**src/common/serial_link_pkg.sv**
```systemverilog
// Sizes are fixed at compile time; every derived width assumes NumCredits and MaxClkDiv stay small
package serial_link_pkg;

  // Link sizes
  localparam int FlitDataSize = 32;
  localparam int NumLanes     = 4;
  localparam int PhyWordBits  = 2 * NumLanes;
  localparam int NumCredits   = 4;
  localparam int CreditBits   = $clog2(NumCredits + 1);
  localparam int MaxClkDiv    = 16;
  localparam int ClkDivBits   = $clog2(MaxClkDiv + 1);

  // One flit as it travels through the link
  typedef struct packed {
    logic                    hdr;
    logic [FlitDataSize-1:0] flit_data;
  } payload_t;

  // Frame layout, padded up to a whole number of physical words
  localparam int FrameUsedBits = 1 + CreditBits + $bits(payload_t);
  localparam int WordsPerFrame = (FrameUsedBits + PhyWordBits - 1) / PhyWordBits;
  localparam int FrameBits     = WordsPerFrame * PhyWordBits;
  localparam int FramePadBits  = FrameBits - FrameUsedBits;
  localparam int WordCntBits   = $clog2(WordsPerFrame);

  // Frame kinds
  localparam logic KindCredit = 1'b0;
  localparam logic KindData   = 1'b1;

  typedef logic [PhyWordBits-1:0] phy_word_t;

  // Kind sits in bit 0, so it leaves with the first (lowest) word
  typedef struct packed {
    logic [FramePadBits-1:0] pad;
    payload_t                payload;
    logic [CreditBits-1:0]   credits;
    logic                    kind;
  } frame_t;

endpackage

```
**src/hdl/stream_fifo.sv**
```systemverilog
// Push and pop may share a cycle; a full FIFO refuses a push even when it pops in the same cycle
`timescale 1ns/10ps

module stream_fifo #(
  parameter type data_t = logic,
  parameter int  Depth  = 2
) (
  input  logic  clk_i,
  input  logic  rst_n_i,
  input  data_t data_i,
  input  logic  valid_i,
  output logic  ready_o,
  output data_t data_o,
  output logic  valid_o,
  input  logic  ready_i
);

  localparam int PtrBits = (Depth > 1) ? $clog2(Depth) : 1;
  localparam int CntBits = $clog2(Depth + 1);

  data_t              mem [Depth];
  logic [PtrBits-1:0] wr_ptr_q;
  logic [PtrBits-1:0] rd_ptr_q;
  logic [CntBits-1:0] count_q;
  logic               push;
  logic               pop;

  assign ready_o = (count_q != CntBits'(Depth));
  assign valid_o = (count_q != '0);
  assign data_o  = mem[rd_ptr_q];

  assign push = valid_i & ready_o;
  assign pop  = valid_o & ready_i;

  // Storage
  always_ff @(posedge clk_i) begin
    if (push) begin
      mem[wr_ptr_q] <= data_i;
    end
  end

  // Pointers wrap at Depth, which need not be a power of two
  always_ff @(posedge clk_i or negedge rst_n_i) begin
    if (!rst_n_i) begin
      wr_ptr_q <= '0;
      rd_ptr_q <= '0;
      count_q  <= '0;
    end else begin
      if (push) begin
        wr_ptr_q <= (wr_ptr_q == PtrBits'(Depth - 1)) ? '0 : wr_ptr_q + 1'b1;
      end
      if (pop) begin
        rd_ptr_q <= (rd_ptr_q == PtrBits'(Depth - 1)) ? '0 : rd_ptr_q + 1'b1;
      end
      if (push && !pop) begin
        count_q <= count_q + 1'b1;
      end else if (pop && !push) begin
        count_q <= count_q - 1'b1;
      end
    end
  end

endmodule

```
**src/data_link/link_frame_tx.sv**
```systemverilog
// Holds one frame at a time; a flit is taken only with a credit in hand and no frame in flight
`timescale 1ns/10ps

module link_frame_tx
  import serial_link_pkg::*;
(
  input  logic                    clk_i,
  input  logic                    rst_n_i,
  input  logic [FlitDataSize-1:0] flit_i,
  input  logic                    flit_hdr_i,
  input  logic                    flit_valid_i,
  output logic                    flit_ready_o,
  input  logic [CreditBits-1:0]   pending_credits_i,
  output logic                    credits_sent_o,
  input  logic [CreditBits-1:0]   credits_in_i,
  input  logic                    credits_in_valid_i,
  output phy_word_t               word_o,
  output logic                    word_valid_o,
  input  logic                    word_ready_i
);

  logic [CreditBits-1:0]  credits_q;
  logic [CreditBits-1:0]  credits_add;
  logic [WordCntBits-1:0] word_cnt_q;
  logic                   sending_q;
  frame_t                 frame_q;
  frame_t                 frame_d;
  logic                   flit_accept;
  logic                   credit_load;
  logic                   frame_load;
  logic                   word_done;

  ////////////////////
  // Frame selection
  ////////////////////

  assign flit_ready_o = !sending_q && (credits_q != '0);
  assign flit_accept  = flit_valid_i && flit_ready_o;

  // Credit-only frame when there is something to report and no flit goes out
  assign credit_load = !sending_q && !flit_accept && (pending_credits_i != '0);
  assign frame_load  = flit_accept || credit_load;

  // Every frame carries the pending count, so any load reports it
  assign credits_sent_o = frame_load;

  always_comb begin
    frame_d                   = '0;
    frame_d.kind              = flit_accept ? KindData : KindCredit;
    frame_d.credits           = pending_credits_i;
    if (flit_accept) begin
      frame_d.payload.hdr       = flit_hdr_i;
      frame_d.payload.flit_data = flit_i;
    end
  end

  ////////////////////
  // Credit counter
  ////////////////////

  assign credits_add = credits_in_valid_i ? credits_in_i : '0;

  always_ff @(posedge clk_i or negedge rst_n_i) begin
    if (!rst_n_i) begin
      credits_q <= CreditBits'(NumCredits);
    end else begin
      credits_q <= credits_q + credits_add - CreditBits'(flit_accept);
    end
  end

  ////////////////////
  // Word shifter
  ////////////////////

  assign word_o       = frame_q[PhyWordBits-1:0];
  assign word_valid_o = sending_q;
  assign word_done    = sending_q && word_ready_i;

  always_ff @(posedge clk_i or negedge rst_n_i) begin
    if (!rst_n_i) begin
      sending_q  <= 1'b0;
      word_cnt_q <= '0;
    end else if (frame_load) begin
      sending_q  <= 1'b1;
      word_cnt_q <= '0;
    end else if (word_done) begin
      word_cnt_q <= word_cnt_q + 1'b1;
      if (word_cnt_q == WordCntBits'(WordsPerFrame - 1)) begin
        sending_q <= 1'b0;
      end
    end
  end

  // Frame register, shifted down one word at a time
  always_ff @(posedge clk_i) begin
    if (frame_load) begin
      frame_q <= frame_d;
    end else if (word_done) begin
      frame_q <= frame_t'(frame_q >> PhyWordBits);
    end
  end

endmodule

```
**src/data_link/link_frame_rx.sv**
```systemverilog
// Word alignment relies on both ends leaving reset together; no resync after a lost word
`timescale 1ns/10ps

module link_frame_rx
  import serial_link_pkg::*;
(
  input  logic                    clk_i,
  input  logic                    rst_n_i,
  input  phy_word_t               word_i,
  input  logic                    word_valid_i,
  output logic [CreditBits-1:0]   credits_in_o,
  output logic                    credits_in_valid_o,
  output logic [CreditBits-1:0]   pending_credits_o,
  input  logic                    credits_sent_i,
  output logic [FlitDataSize-1:0] flit_o,
  output logic                    flit_hdr_o,
  output logic                    flit_valid_o,
  input  logic                    flit_ready_i
);

  logic [WordCntBits-1:0] word_cnt_q;
  logic [FrameBits-1:0]   gather_q;
  frame_t                 frame_full;
  logic                   frame_last;
  logic                   push_valid;
  payload_t               fifo_out;
  logic                   pop;
  logic [CreditBits-1:0]  pending_q;
  logic [CreditBits-1:0]  pending_base;

  ////////////////////
  // Frame gathering
  ////////////////////

  // Words arrive lowest first, so each new one enters at the top
  assign frame_full = frame_t'({word_i, gather_q[FrameBits-1:PhyWordBits]});
  assign frame_last = word_valid_i && (word_cnt_q == WordCntBits'(WordsPerFrame - 1));

  always_ff @(posedge clk_i or negedge rst_n_i) begin
    if (!rst_n_i) begin
      word_cnt_q <= '0;
    end else if (word_valid_i) begin
      word_cnt_q <= frame_last ? '0 : word_cnt_q + 1'b1;
    end
  end

  always_ff @(posedge clk_i) begin
    if (word_valid_i) begin
      gather_q <= frame_full;
    end
  end

  assign credits_in_o       = frame_full.credits;
  assign credits_in_valid_o = frame_last;
  assign push_valid         = frame_last && (frame_full.kind == KindData);

  ////////////////////
  // Receive FIFO
  ////////////////////

  // Room is guaranteed by the credits, so the ready output stays open
  stream_fifo #(
    .data_t  ( payload_t  ),
    .Depth   ( NumCredits )
  ) i_rx_fifo (
    .clk_i   ( clk_i              ),
    .rst_n_i ( rst_n_i            ),
    .data_i  ( frame_full.payload ),
    .valid_i ( push_valid         ),
    .ready_o (                    ),
    .data_o  ( fifo_out           ),
    .valid_o ( flit_valid_o       ),
    .ready_i ( flit_ready_i       )
  );

  assign flit_o     = fifo_out.flit_data;
  assign flit_hdr_o = fifo_out.hdr;
  assign pop        = flit_valid_o && flit_ready_i;

  // Freed slots wait here until the tx side ships them
  assign pending_base      = credits_sent_i ? '0 : pending_q;
  assign pending_credits_o = pending_q;

  always_ff @(posedge clk_i or negedge rst_n_i) begin
    if (!rst_n_i) begin
      pending_q <= '0;
    end else begin
      pending_q <= pending_base + CreditBits'(pop);
    end
  end

endmodule

```
**src/physical/serial_link_phy_tx.sv**
```systemverilog
// clk_div_i must be even, at least 4, and stable while a word is on the lanes
`timescale 1ns/10ps

module serial_link_phy_tx
  import serial_link_pkg::*;
(
  input  logic                  clk_i,
  input  logic                  rst_n_i,
  input  logic [ClkDivBits-1:0] clk_div_i,
  input  phy_word_t             word_i,
  input  logic                  word_valid_i,
  output logic                  word_ready_o,
  output logic [NumLanes-1:0]   ddr_o,
  output logic                  ddr_rcv_clk_o
);

  phy_word_t             fifo_word;
  logic                  fifo_valid;
  logic                  fifo_pop;
  phy_word_t             word_q;
  logic                  active_q;
  logic                  half_q;
  logic                  clk_q;
  logic [ClkDivBits-1:0] cnt_q;
  logic [ClkDivBits-1:0] div_last;
  logic [ClkDivBits-1:0] div_mid;
  logic                  half_end;
  logic                  word_end;

  // Lets the framer run one word ahead of the lanes
  stream_fifo #(
    .data_t  ( phy_word_t ),
    .Depth   ( 2          )
  ) i_word_fifo (
    .clk_i   ( clk_i        ),
    .rst_n_i ( rst_n_i      ),
    .data_i  ( word_i       ),
    .valid_i ( word_valid_i ),
    .ready_o ( word_ready_o ),
    .data_o  ( fifo_word    ),
    .valid_o ( fifo_valid   ),
    .ready_i ( fifo_pop     )
  );

  assign div_last = clk_div_i - 1'b1;
  assign div_mid  = (clk_div_i >> 1) - 1'b1;
  assign half_end = active_q && (cnt_q == div_last);
  assign word_end = half_end && half_q;

  // Next word follows the last one without a gap
  assign fifo_pop = fifo_valid && (!active_q || word_end);

  always_ff @(posedge clk_i or negedge rst_n_i) begin
    if (!rst_n_i) begin
      active_q <= 1'b0;
      half_q   <= 1'b0;
      cnt_q    <= '0;
      clk_q    <= 1'b0;
    end else begin
      // Forwarded clock flips halfway through each half
      if (active_q && (cnt_q == div_mid)) begin
        clk_q <= ~clk_q;
      end
      if (fifo_pop) begin
        active_q <= 1'b1;
        half_q   <= 1'b0;
        cnt_q    <= '0;
      end else if (half_end) begin
        cnt_q  <= '0;
        half_q <= 1'b1;
        if (half_q) begin
          active_q <= 1'b0;
        end
      end else if (active_q) begin
        cnt_q <= cnt_q + 1'b1;
      end
    end
  end

  always_ff @(posedge clk_i) begin
    if (fifo_pop) begin
      word_q <= fifo_word;
    end
  end

  // Low half first, lanes idle at zero
  assign ddr_o = !active_q ? '0 :
                 half_q    ? word_q[PhyWordBits-1:NumLanes] : word_q[NumLanes-1:0];
  assign ddr_rcv_clk_o = clk_q;

endmodule

```
**src/physical/serial_link_phy_rx.sv**
```systemverilog
// Received clock must be slower than clk_i by the clk_div_i rules; lanes and clock see equal delay
`timescale 1ns/10ps

module serial_link_phy_rx
  import serial_link_pkg::*;
(
  input  logic                clk_i,
  input  logic                rst_n_i,
  input  logic [NumLanes-1:0] ddr_i,
  input  logic                ddr_rcv_clk_i,
  output phy_word_t           word_o,
  output logic                word_valid_o
);

  // Clock sits on top, lanes below, so both take the same path
  logic [NumLanes:0]   sync_q1;
  logic [NumLanes:0]   sync_q2;
  logic                clk_prev_q;
  logic                rcv_clk;
  logic                clk_rise;
  logic                clk_fall;
  logic [NumLanes-1:0] low_q;

  always_ff @(posedge clk_i or negedge rst_n_i) begin
    if (!rst_n_i) begin
      sync_q1    <= '0;
      sync_q2    <= '0;
      clk_prev_q <= 1'b0;
    end else begin
      sync_q1    <= {ddr_rcv_clk_i, ddr_i};
      sync_q2    <= sync_q1;
      clk_prev_q <= sync_q2[NumLanes];
    end
  end

  assign rcv_clk  = sync_q2[NumLanes];
  assign clk_rise = rcv_clk && !clk_prev_q;
  assign clk_fall = !rcv_clk && clk_prev_q;

  // Low half on rise, whole word on fall
  always_ff @(posedge clk_i) begin
    if (clk_rise) begin
      low_q <= sync_q2[NumLanes-1:0];
    end
    if (clk_fall) begin
      word_o <= {sync_q2[NumLanes-1:0], low_q};
    end
  end

  always_ff @(posedge clk_i or negedge rst_n_i) begin
    if (!rst_n_i) begin
      word_valid_o <= 1'b0;
    end else begin
      word_valid_o <= clk_fall;
    end
  end

endmodule

```
**src/hdl/serial_link.sv**
```systemverilog
// One channel, one clock domain; the far end must use the same package sizes and leave reset together
`timescale 1ns/10ps

module serial_link
  import serial_link_pkg::*;
(
  input  logic                    clk_i,
  input  logic                    rst_n_i,
  input  logic [ClkDivBits-1:0]   clk_div_i,
  // Flits into the link
  input  logic [FlitDataSize-1:0] flit_i,
  input  logic                    flit_hdr_i,
  input  logic                    flit_valid_i,
  output logic                    flit_ready_o,
  // Flits out of the link
  output logic [FlitDataSize-1:0] flit_o,
  output logic                    flit_hdr_o,
  output logic                    flit_valid_o,
  input  logic                    flit_ready_i,
  // Lanes
  input  logic [NumLanes-1:0]     ddr_i,
  input  logic                    ddr_rcv_clk_i,
  output logic [NumLanes-1:0]     ddr_o,
  output logic                    ddr_rcv_clk_o
);

  phy_word_t             tx_word;
  logic                  tx_word_valid;
  logic                  tx_word_ready;
  phy_word_t             rx_word;
  logic                  rx_word_valid;
  logic [CreditBits-1:0] credits_in;
  logic                  credits_in_valid;
  logic [CreditBits-1:0] pending_credits;
  logic                  credits_sent;

  ////////////////////
  // Data link
  ////////////////////

  link_frame_tx i_frame_tx (
    .clk_i              ( clk_i            ),
    .rst_n_i            ( rst_n_i          ),
    .flit_i             ( flit_i           ),
    .flit_hdr_i         ( flit_hdr_i       ),
    .flit_valid_i       ( flit_valid_i     ),
    .flit_ready_o       ( flit_ready_o     ),
    .pending_credits_i  ( pending_credits  ),
    .credits_sent_o     ( credits_sent     ),
    .credits_in_i       ( credits_in       ),
    .credits_in_valid_i ( credits_in_valid ),
    .word_o             ( tx_word          ),
    .word_valid_o       ( tx_word_valid    ),
    .word_ready_i       ( tx_word_ready    )
  );

  link_frame_rx i_frame_rx (
    .clk_i              ( clk_i            ),
    .rst_n_i            ( rst_n_i          ),
    .word_i             ( rx_word          ),
    .word_valid_i       ( rx_word_valid    ),
    .credits_in_o       ( credits_in       ),
    .credits_in_valid_o ( credits_in_valid ),
    .pending_credits_o  ( pending_credits  ),
    .credits_sent_i     ( credits_sent     ),
    .flit_o             ( flit_o           ),
    .flit_hdr_o         ( flit_hdr_o       ),
    .flit_valid_o       ( flit_valid_o     ),
    .flit_ready_i       ( flit_ready_i     )
  );

  ////////////////////
  // Physical layer
  ////////////////////

  serial_link_phy_tx i_phy_tx (
    .clk_i         ( clk_i         ),
    .rst_n_i       ( rst_n_i       ),
    .clk_div_i     ( clk_div_i     ),
    .word_i        ( tx_word       ),
    .word_valid_i  ( tx_word_valid ),
    .word_ready_o  ( tx_word_ready ),
    .ddr_o         ( ddr_o         ),
    .ddr_rcv_clk_o ( ddr_rcv_clk_o )
  );

  serial_link_phy_rx i_phy_rx (
    .clk_i         ( clk_i         ),
    .rst_n_i       ( rst_n_i       ),
    .ddr_i         ( ddr_i         ),
    .ddr_rcv_clk_i ( ddr_rcv_clk_i ),
    .word_o        ( rx_word       ),
    .word_valid_o  ( rx_word_valid )
  );

endmodule

```
**config.mk**
```make
export PLATFORM = sky130hd
export DESIGN_NAME = serial_link
export DESIGN_NICKNAME = d
export VERILOG_FILES = /design/src/common/serial_link_pkg.sv /design/src/hdl/stream_fifo.sv /design/src/data_link/link_frame_tx.sv /design/src/data_link/link_frame_rx.sv /design/src/physical/serial_link_phy_tx.sv /design/src/physical/serial_link_phy_rx.sv /design/src/hdl/serial_link.sv
export SDC_FILE = /design/constraint.sdc
export NUM_CORES = 1
export LEC_CHECK = 0
export ABC_AREA = 1
export BUFFER_PORTS_ARGS = -buffer_cell sky130_fd_sc_hd__buf_4
export CORE_MARGIN = 2
export CORE_UTILIZATION = 35
export DETAILED_ROUTE_END_ITERATION = 10
export PLACE_DENSITY_LB_ADDON = 0.25
export SLEW_MARGIN = 20
export SYNTH_ARGS = -nofsm -noshare
export SYNTH_HDL_FRONTEND = slang
export SYNTH_SLANG_ARGS = --single-unit
```
**constraint.sdc**
```tcl
create_clock -name clk_i -period 5.3 [get_ports clk_i]
set_clock_uncertainty 0.2 [all_clocks]
set_input_delay 0.53 -clock clk_i [delete_from_list [all_inputs] [get_ports clk_i]]
set_output_delay 0.53 -clock clk_i [all_outputs]
set_load 0.02 [all_outputs]
```
### Word-level counts from Yosys, hierarchy flattened

Memory sizes are Yosys's and may differ from the RTL's. A register that Yosys moved wholly into a read port is not among the register bits.
Index checks and enable logic that the tools add are counted.

| operators by class | value |
|---|---|
| $add $sub $neg | 16 |
| eq/ne operators | 8 |
| mux-type cells | 34 |
| bitwise operators | 5 |
| reductions and logical operators | 42 |

Operator list:

| operator | count |
|---|---|
| $mux 37 | 2 |
| $mux 33 | 1 |
| $mux 3 | 7 |
| $logic_and 1x1->1 | 18 |
| $mux 1 | 15 |
| $mux 5 | 3 |
| $reduce_bool 2->1 | 7 |
| $reduce_bool 3->1 | 4 |
| $eq 5x5->1 | 2 |
| $add 3x1->3 const B | 3 |
| $logic_not 1->1 | 9 |
| $mux 2 | 4 |
| $mux 4 | 2 |
| $add 2x1->2 const B | 3 |
| $eq 3x3->1 const B | 2 |
| $add 5x1->5 const B | 1 |
| $sub 4x1->5 const B | 1 |
| $sub 5x1->5 const B | 1 |
| $and 1x1->1 | 4 |
| $eq 2x2->1 const B | 2 |
| $reduce_and 2->1 | 2 |
| $add 3x1->3 | 1 |
| $add 3x3->3 | 1 |
| $ne 3x3->1 const B | 1 |
| 7 further kinds | 9 |

| word-level totals | value |
|---|---|
| bits in registers | 133 |
| bits in writable memories | 148 |
| bits of input ports | 47 |
| output and inout bits | 40 |
| word-level logic and storage cells | 133 |
| memories kept | 2 |

Memories:

| memory | words | bits a word | read ports | clocked after Yosys merged registers in | wr ports | line | RTL |
|---|---|---|---|---|---|---|---|
| i_frame_rx.i_rx_fifo.mem | 4 | 33 | 1 | 0 | 1 | stream_fifo.sv:21 | `data_t mem [Depth];` |
| i_phy_tx.i_word_fifo.mem | 2 | 8 | 1 | 1 | 1 | stream_fifo.sv:21 |  |

### Longest topological paths before layout

| logic depth | value |
|---|---|
| depth in word-level cells | 10 |
| mapped depth | 16 |
| mapped depth without buffers | 16 |

### Hierarchy

Synthesis repeated with hierarchy kept, for this count alone.

| second synthesis, totals | value |
|---|---|
| cells, all modules | 960 |
| area total of the unflattened synthesis | 12050.3 um2 |

By module, submodules not included:

| module | instances | cells each | area an instance (um2) | sequential area each (um2) |
|---|---|---|---|---|
| stream_fifo at i_frame_rx.i_rx_fifo | 1 | 444 | 5933.2 | 4139.0 |
| link_frame_tx | 1 | 215 | 2262.2 | 1287.5 |
| link_frame_rx | 1 | 75 | 1311.3 | 1111.1 |
| serial_link_phy_tx | 1 | 128 | 1041.0 | 440.4 |
| stream_fifo at i_phy_tx.i_word_fifo | 1 | 70 | 827.0 | 580.6 |
| serial_link_phy_rx | 1 | 28 | 675.6 | 660.6 |

### Least setup slack after synthesis

OpenSTA, ideal clock, no wires.

| path | value |
|---|---|
| kind | reg-to-reg |
| start | register i_phy_rx.word_valid_o |
| end | memory i_frame_rx.i_rx_fifo.mem[3][0] in the netlist's numbering, enable pin |
| setup time | 0.423 ns |
| data arrival time | 3.176 ns |
| required time | 4.677 ns |
| setup slack | 1.501 ns |
| stages on the path, launching flop included | 5 |
| buffers on the path | 0 |
| period minus slack after synthesis | 3.799 ns |
| path through | dfrtp_1 -> nand3_1 -> nor3_2 -> inv_2 -> nor2_1 |

| on the way | value |
|---|---|
| longest elaborated chain between the ends | 5 |

Ends and longest elaborated chain:

| element | line | RTL |
|---|---|---|
| start: declaration | serial_link_phy_rx.sv:12 | `output logic word_valid_o` |
| start signal: assignment | serial_link_phy_rx.sv:54 | `word_valid_o <= clk_fall;` |
| $logic_and 1x1->1 | link_frame_rx.sv:37 | `assign frame_last = word_valid_i && (word_cnt_q == WordCntBits'(WordsPerFrame - 1));` |
| $logic_and 1x1->1 | link_frame_rx.sv:55 | `assign push_valid = frame_last && (frame_full.kind == KindData);` |
| $and 1x1->1 | stream_fifo.sv:32 | `assign push = valid_i & ready_o;` |
| named net i_frame_rx.i_rx_fifo.push | stream_fifo.sv:25 | `logic push;` |
| $mux 1 | stream_fifo.sv:37 | `if (push) begin` |
| $mux 1 (implied by the code) | stream_fifo.sv:38 | `mem[wr_ptr_q] <= data_i;` |
| end: declaration | stream_fifo.sv:21 |  |

The timed path passes the listed nets, and every way through them passes these cells.

### Final worst setup path

| path | value |
|---|---|
| start | register i_frame_rx.i_rx_fifo.rd_ptr_q[0] |
| end | output port flit_o[14] |

| on the way | value |
|---|---|
| longest elaborated chain between the ends | 1 |

Ends and longest elaborated chain:

| element | line | RTL |
|---|---|---|
| start: declaration | stream_fifo.sv:23 | `logic [PtrBits-1:0] rd_ptr_q;` |
| start signal: assignment | stream_fifo.sv:53 | `rd_ptr_q <= (rd_ptr_q == PtrBits'(Depth - 1)) ? '0 : rd_ptr_q + 1'b1;` |
| $mem_v2 4x33 | -- |  |
| end: declaration | serial_link.sv:16 | `output logic [FlitDataSize-1:0] flit_o,` |

No other way between the ends.

==> summary.txt <==
Logic synthesis
  • EDFF count, synth: 237
  • Syn Area/Cell: 13.9 µm²
  • Synthesized instance count: approximately 800
  • Syn_nets: roughly 850
  • Synth Register Bits: 281
  • Asr flop ratio synth: between 10% and 20%
  • Register area share after synthesis: roughly three quarters
  • Yosys top cell by area: edfxtp_1
  • Ranking of synthesized cells by area: edfxtp_1 65%, dfrtp_1 9.9%, nor2_1 3.9%, o21ai_0 3.7%, nand2_1 2.6%
  • Share of the synthesized area in the top cell type: approximately 65%
  • Most used DFF post-synth: edfxtp_1
  • Mapped cell area: between 0.01 and 0.015 mm²
  • Synth cell count leaders: 237 x edfxtp_1, 113 x nor2_1, 81 x o21ai_0
  • Netlist cell types: 37
  • Synth Warn #: 0
  • Most frequent cell after synthesis: edfxtp_1

Finish
  • Fin cells: between 1,000 and 1,500
  • Area grow syn2layout: 19.5%
  • Fin nets: between 900 and 1,000
  • # diodes: 0
  • Share of layout cells above drive strength 1: about a fifth
  • Design area: between 0.01 and 0.015 mm²

Placed design
  • Dpl cell area: around 0.012 mm²
  • Cells after DPL: around 1,200
  • RePlAce Congestion: 0.758
  • Dpl hpwl: about 12,000 µm
  • Port buffer count: 86

Timing
  • Pins over their slew limit: 0
  • Setup violations, final: 0
  • Max Freq: ~300 MHz
  • Setup TNS Final: 0 ns
  • Final min period: roughly 3.4 ns
  • Least-Margin Pin Slew: between 0.7 and 0.8 ns
  • RSZ-0062 raised after global routing: no
  • Max-slew headroom: a little under 50%
  • Final worst-path cycle share: about 64%
  • Hold Vio Cnt, Final: 0

Critical path
  • CP required: between 4 and 5 ns
  • Worst Setup Path Type: reg -> out
  • Critical-path maximum fanout: 40
  • Worst EP arrival: approximately 2.7 ns
  • CP endpoint kind: primary output
  • Critical Path Source Type: register

Pwr
  • Register share of total power: 43.0%
  • Final total power: ~7200 µW
  • Internal Power: just under 5000 µW
  • Static Leakage: around 0.0050 µW
  • Power Density: around 550 mW/mm²
  • Power share of the combinational group: between 20 and 30%
  • Maximum vdd drop: about 340 µV
  • NetSw: between 2000 and 2500 µW
  • Clock share of power: a little over a quarter
  • Switching portion of total power: between 30% and 40%

Status
  • Status: completed

Clock network
  • Total CTS buffers: 30
  • CTS H-tree depth: 1
  • CTS tree: yes
  • Clk buf depth: 3
  • Clock Latency Late Sink: approximately 0.57 ns
  • Clk sink count: approximately 280
  • Post-CTS Resized: 0
  • Post-CTS Setup Inserts: 0
  • Root buffer cell: clkbuf_16
  • Worst-path clk slew: ~0.060 ns
  • Post-CTS Hold Fix Bufs: 6

Detailed routing
  • Routed WL: 20,100 µm
  • DR DRC count: 0
  • Vias post-DR: 6,116
  • Final ANT Viol Nets: 0
  • Post-DR vias/cell: 4.68
  • DR iter-0 viols: about 340
  • Routed length per placed instance: 15.3 µm
  • First-pass DRT Iterations: 4

GRT
  • GRT overflow: 0
  • Initial antenna violation count: 0
  • Gr usage total: between 10 and 15%
  • Vias in the first global route: just over 6,000
  • Largest net degree at the start of global routing: ~70
  • First-pass GRT wire length: 32,400 µm

Floorplan
  • Die Wd: about 180 µm
  • Row cnt: 64
  • Initial Utilization: between 30% and 40%
  • Num ports: 87
  • Die Y: 181 µm
  • Placeable Area: 0.0307 mm²
  • Full die area: ~0.033 mm²

Min path
  • Hold Path Class: in -> reg

Job
  • Max cap viols: 0
logic make-up after synthesis:
kind of cell,after synthesis,share of synthesized area (%)
buffers and inverters,93,3.77
AND/OR/NAND/NOR,216,8.27
AO/OA/AOI/OAI,152,8.39
adder cells (fa/ha/maj),22,2.66
multiplexers,1,0.103
XOR/XNOR,18,1.45
flip-flops,281,75.4
layout make-up:
class / instances / area [µm²]
fillers: 2759 / 17600
flip-flops and latches: 281 / 8220
multi-input cells: 409 / 2310
repair buffers: 101 / 813
clock buffers: 38 / 791
well taps: 396 / 495
inverters: 65 / 246
clock inverters: 17 / 163
power groups by stage:
stage | Combinational [µW] | Sequential (µW) | Clock, µW
floorplan | 1480 | 3110 | 0
global placement | 2150 | 3140 | 0
detailed placement | 2170 | 3150 | 0
CTS | 2190 | 3100 | 2040
finish | 2140 | 3100 | 1970
global route | 2410 | 3150 | 2130
per-stage QoR:
| stage | worst slack, ns | hold slack, ns | utilization (%) |
|---|---|---|---|
| 2_1_floorplan | 1.50 | 0.0344 | - |
| 3_3_place_gp | 2.19 | 0.135 | 39.0 |
| 3_5_place_dp | 2.19 | 0.142 | 39.1 |
| 4_1_cts | 1.87 | 0.0689 | 42.4 |
| 5_1_grt | 1.68 | 0.0747 | 42.5 |
| 6_report | 1.92 | 0.0967 | 42.5 |
per-layer routing:
| layer | up-vias | GRT usage, % | routed length, µm |
|---|---|---|---|
| met5 | - | 0 | 0 |
| met4 | 0 | 4.13 | 531 |
| met3 | 38 | 2.02 | 674 |
| met2 | 88 | 19.7 | 9670 |
| met1 | 2993 | 16.9 | 9180 |
| li1 | 2997 | - | - |
sequential cells by signal, indices dropped and copies added, names as in the netlist, 2 cells and up:
name and cells:
i_frame_rx.i_rx_fifo.mem 132, i_frame_rx.i_rx_fifo.count_q 3, i_frame_tx.credits_q 3, i_phy_rx.word_o 8, i_phy_rx.low_q 4, i_frame_tx.frame_q 29, i_phy_rx.sync_q1 5, i_frame_rx.i_rx_fifo.wr_ptr_q 2
i_frame_rx.i_rx_fifo.rd_ptr_q 2, i_phy_rx.sync_q2 5, i_frame_tx.word_cnt_q 3, i_phy_tx.cnt_q 5, i_frame_rx.pending_credits_o 3, i_phy_tx.word_q 8, i_phy_tx.i_word_fifo.count_q 2, i_phy_tx.i_word_fifo.mem 16
i_frame_rx.gather_q 32, i_frame_tx.word_o 8, i_frame_rx.word_cnt_q 3
placed cells by master (no fill, tap or decap), drive strengths merged, types with 5 or more instances in the layout:
master,synthesis,layout
edfxtp,237,237
nor2,115,115
buf,14,95
o21ai,85,85
nand2,81,81
inv,64,64
dfrtp,43,43
clkbuf,14,38
o22ai,33,33
a22o,25,25
ha,20,20
clkinv,1,14
nand3,12,12
xor2,10,10
xnor2,8,8
a21oi,8,8
dlygate4sd3,0,6
nor3,5,5
worst max-delay path, stage by stage, from the launching register on:
cell,delay (ns)
dfrtp_2,0.35
clkinv_1,0.60
buf_4,0.53
o21ai_0,0.24
o22ai_1,0.16
buf_4,0.19
final timing paths:
| path | startpoint | to | slack, ns | cells past startpoint |
|---|---|---|---|---|
| worst max-delay path | i_frame_rx.i_rx_fifo.rd_ptr_q[0]$_DFFE_PN0P_ | flit_o[14] | 1.92 | 5 |
| worst min-delay path | flit_hdr_i | i_frame_tx.frame_q[36]$_SDFFCE_PN0P_ | 0.1 | 3 |
| worst max register to register | i_phy_rx.word_valid_o$_DFF_PN0_ | i_frame_rx.i_rx_fifo.mem[3][5]$_DFFE_PP_ | 2.47 | 6 |
| worst min register to register | i_phy_rx.sync_q1[0]$_DFF_PN0_ | i_phy_rx.sync_q2[0]$_DFF_PN0_ | 0.15 | 0 |
| max in group asynchronous | rst_n_i | i_phy_tx.cnt_q[2]$_DFFE_PN0P_ | 4.13 | 2 |
| min in group asynchronous | rst_n_i | i_phy_rx.sync_q2[0]$_DFF_PN0_ | 0.31 | 2 |
No activity file was read; power rests on OpenSTA's default activity.
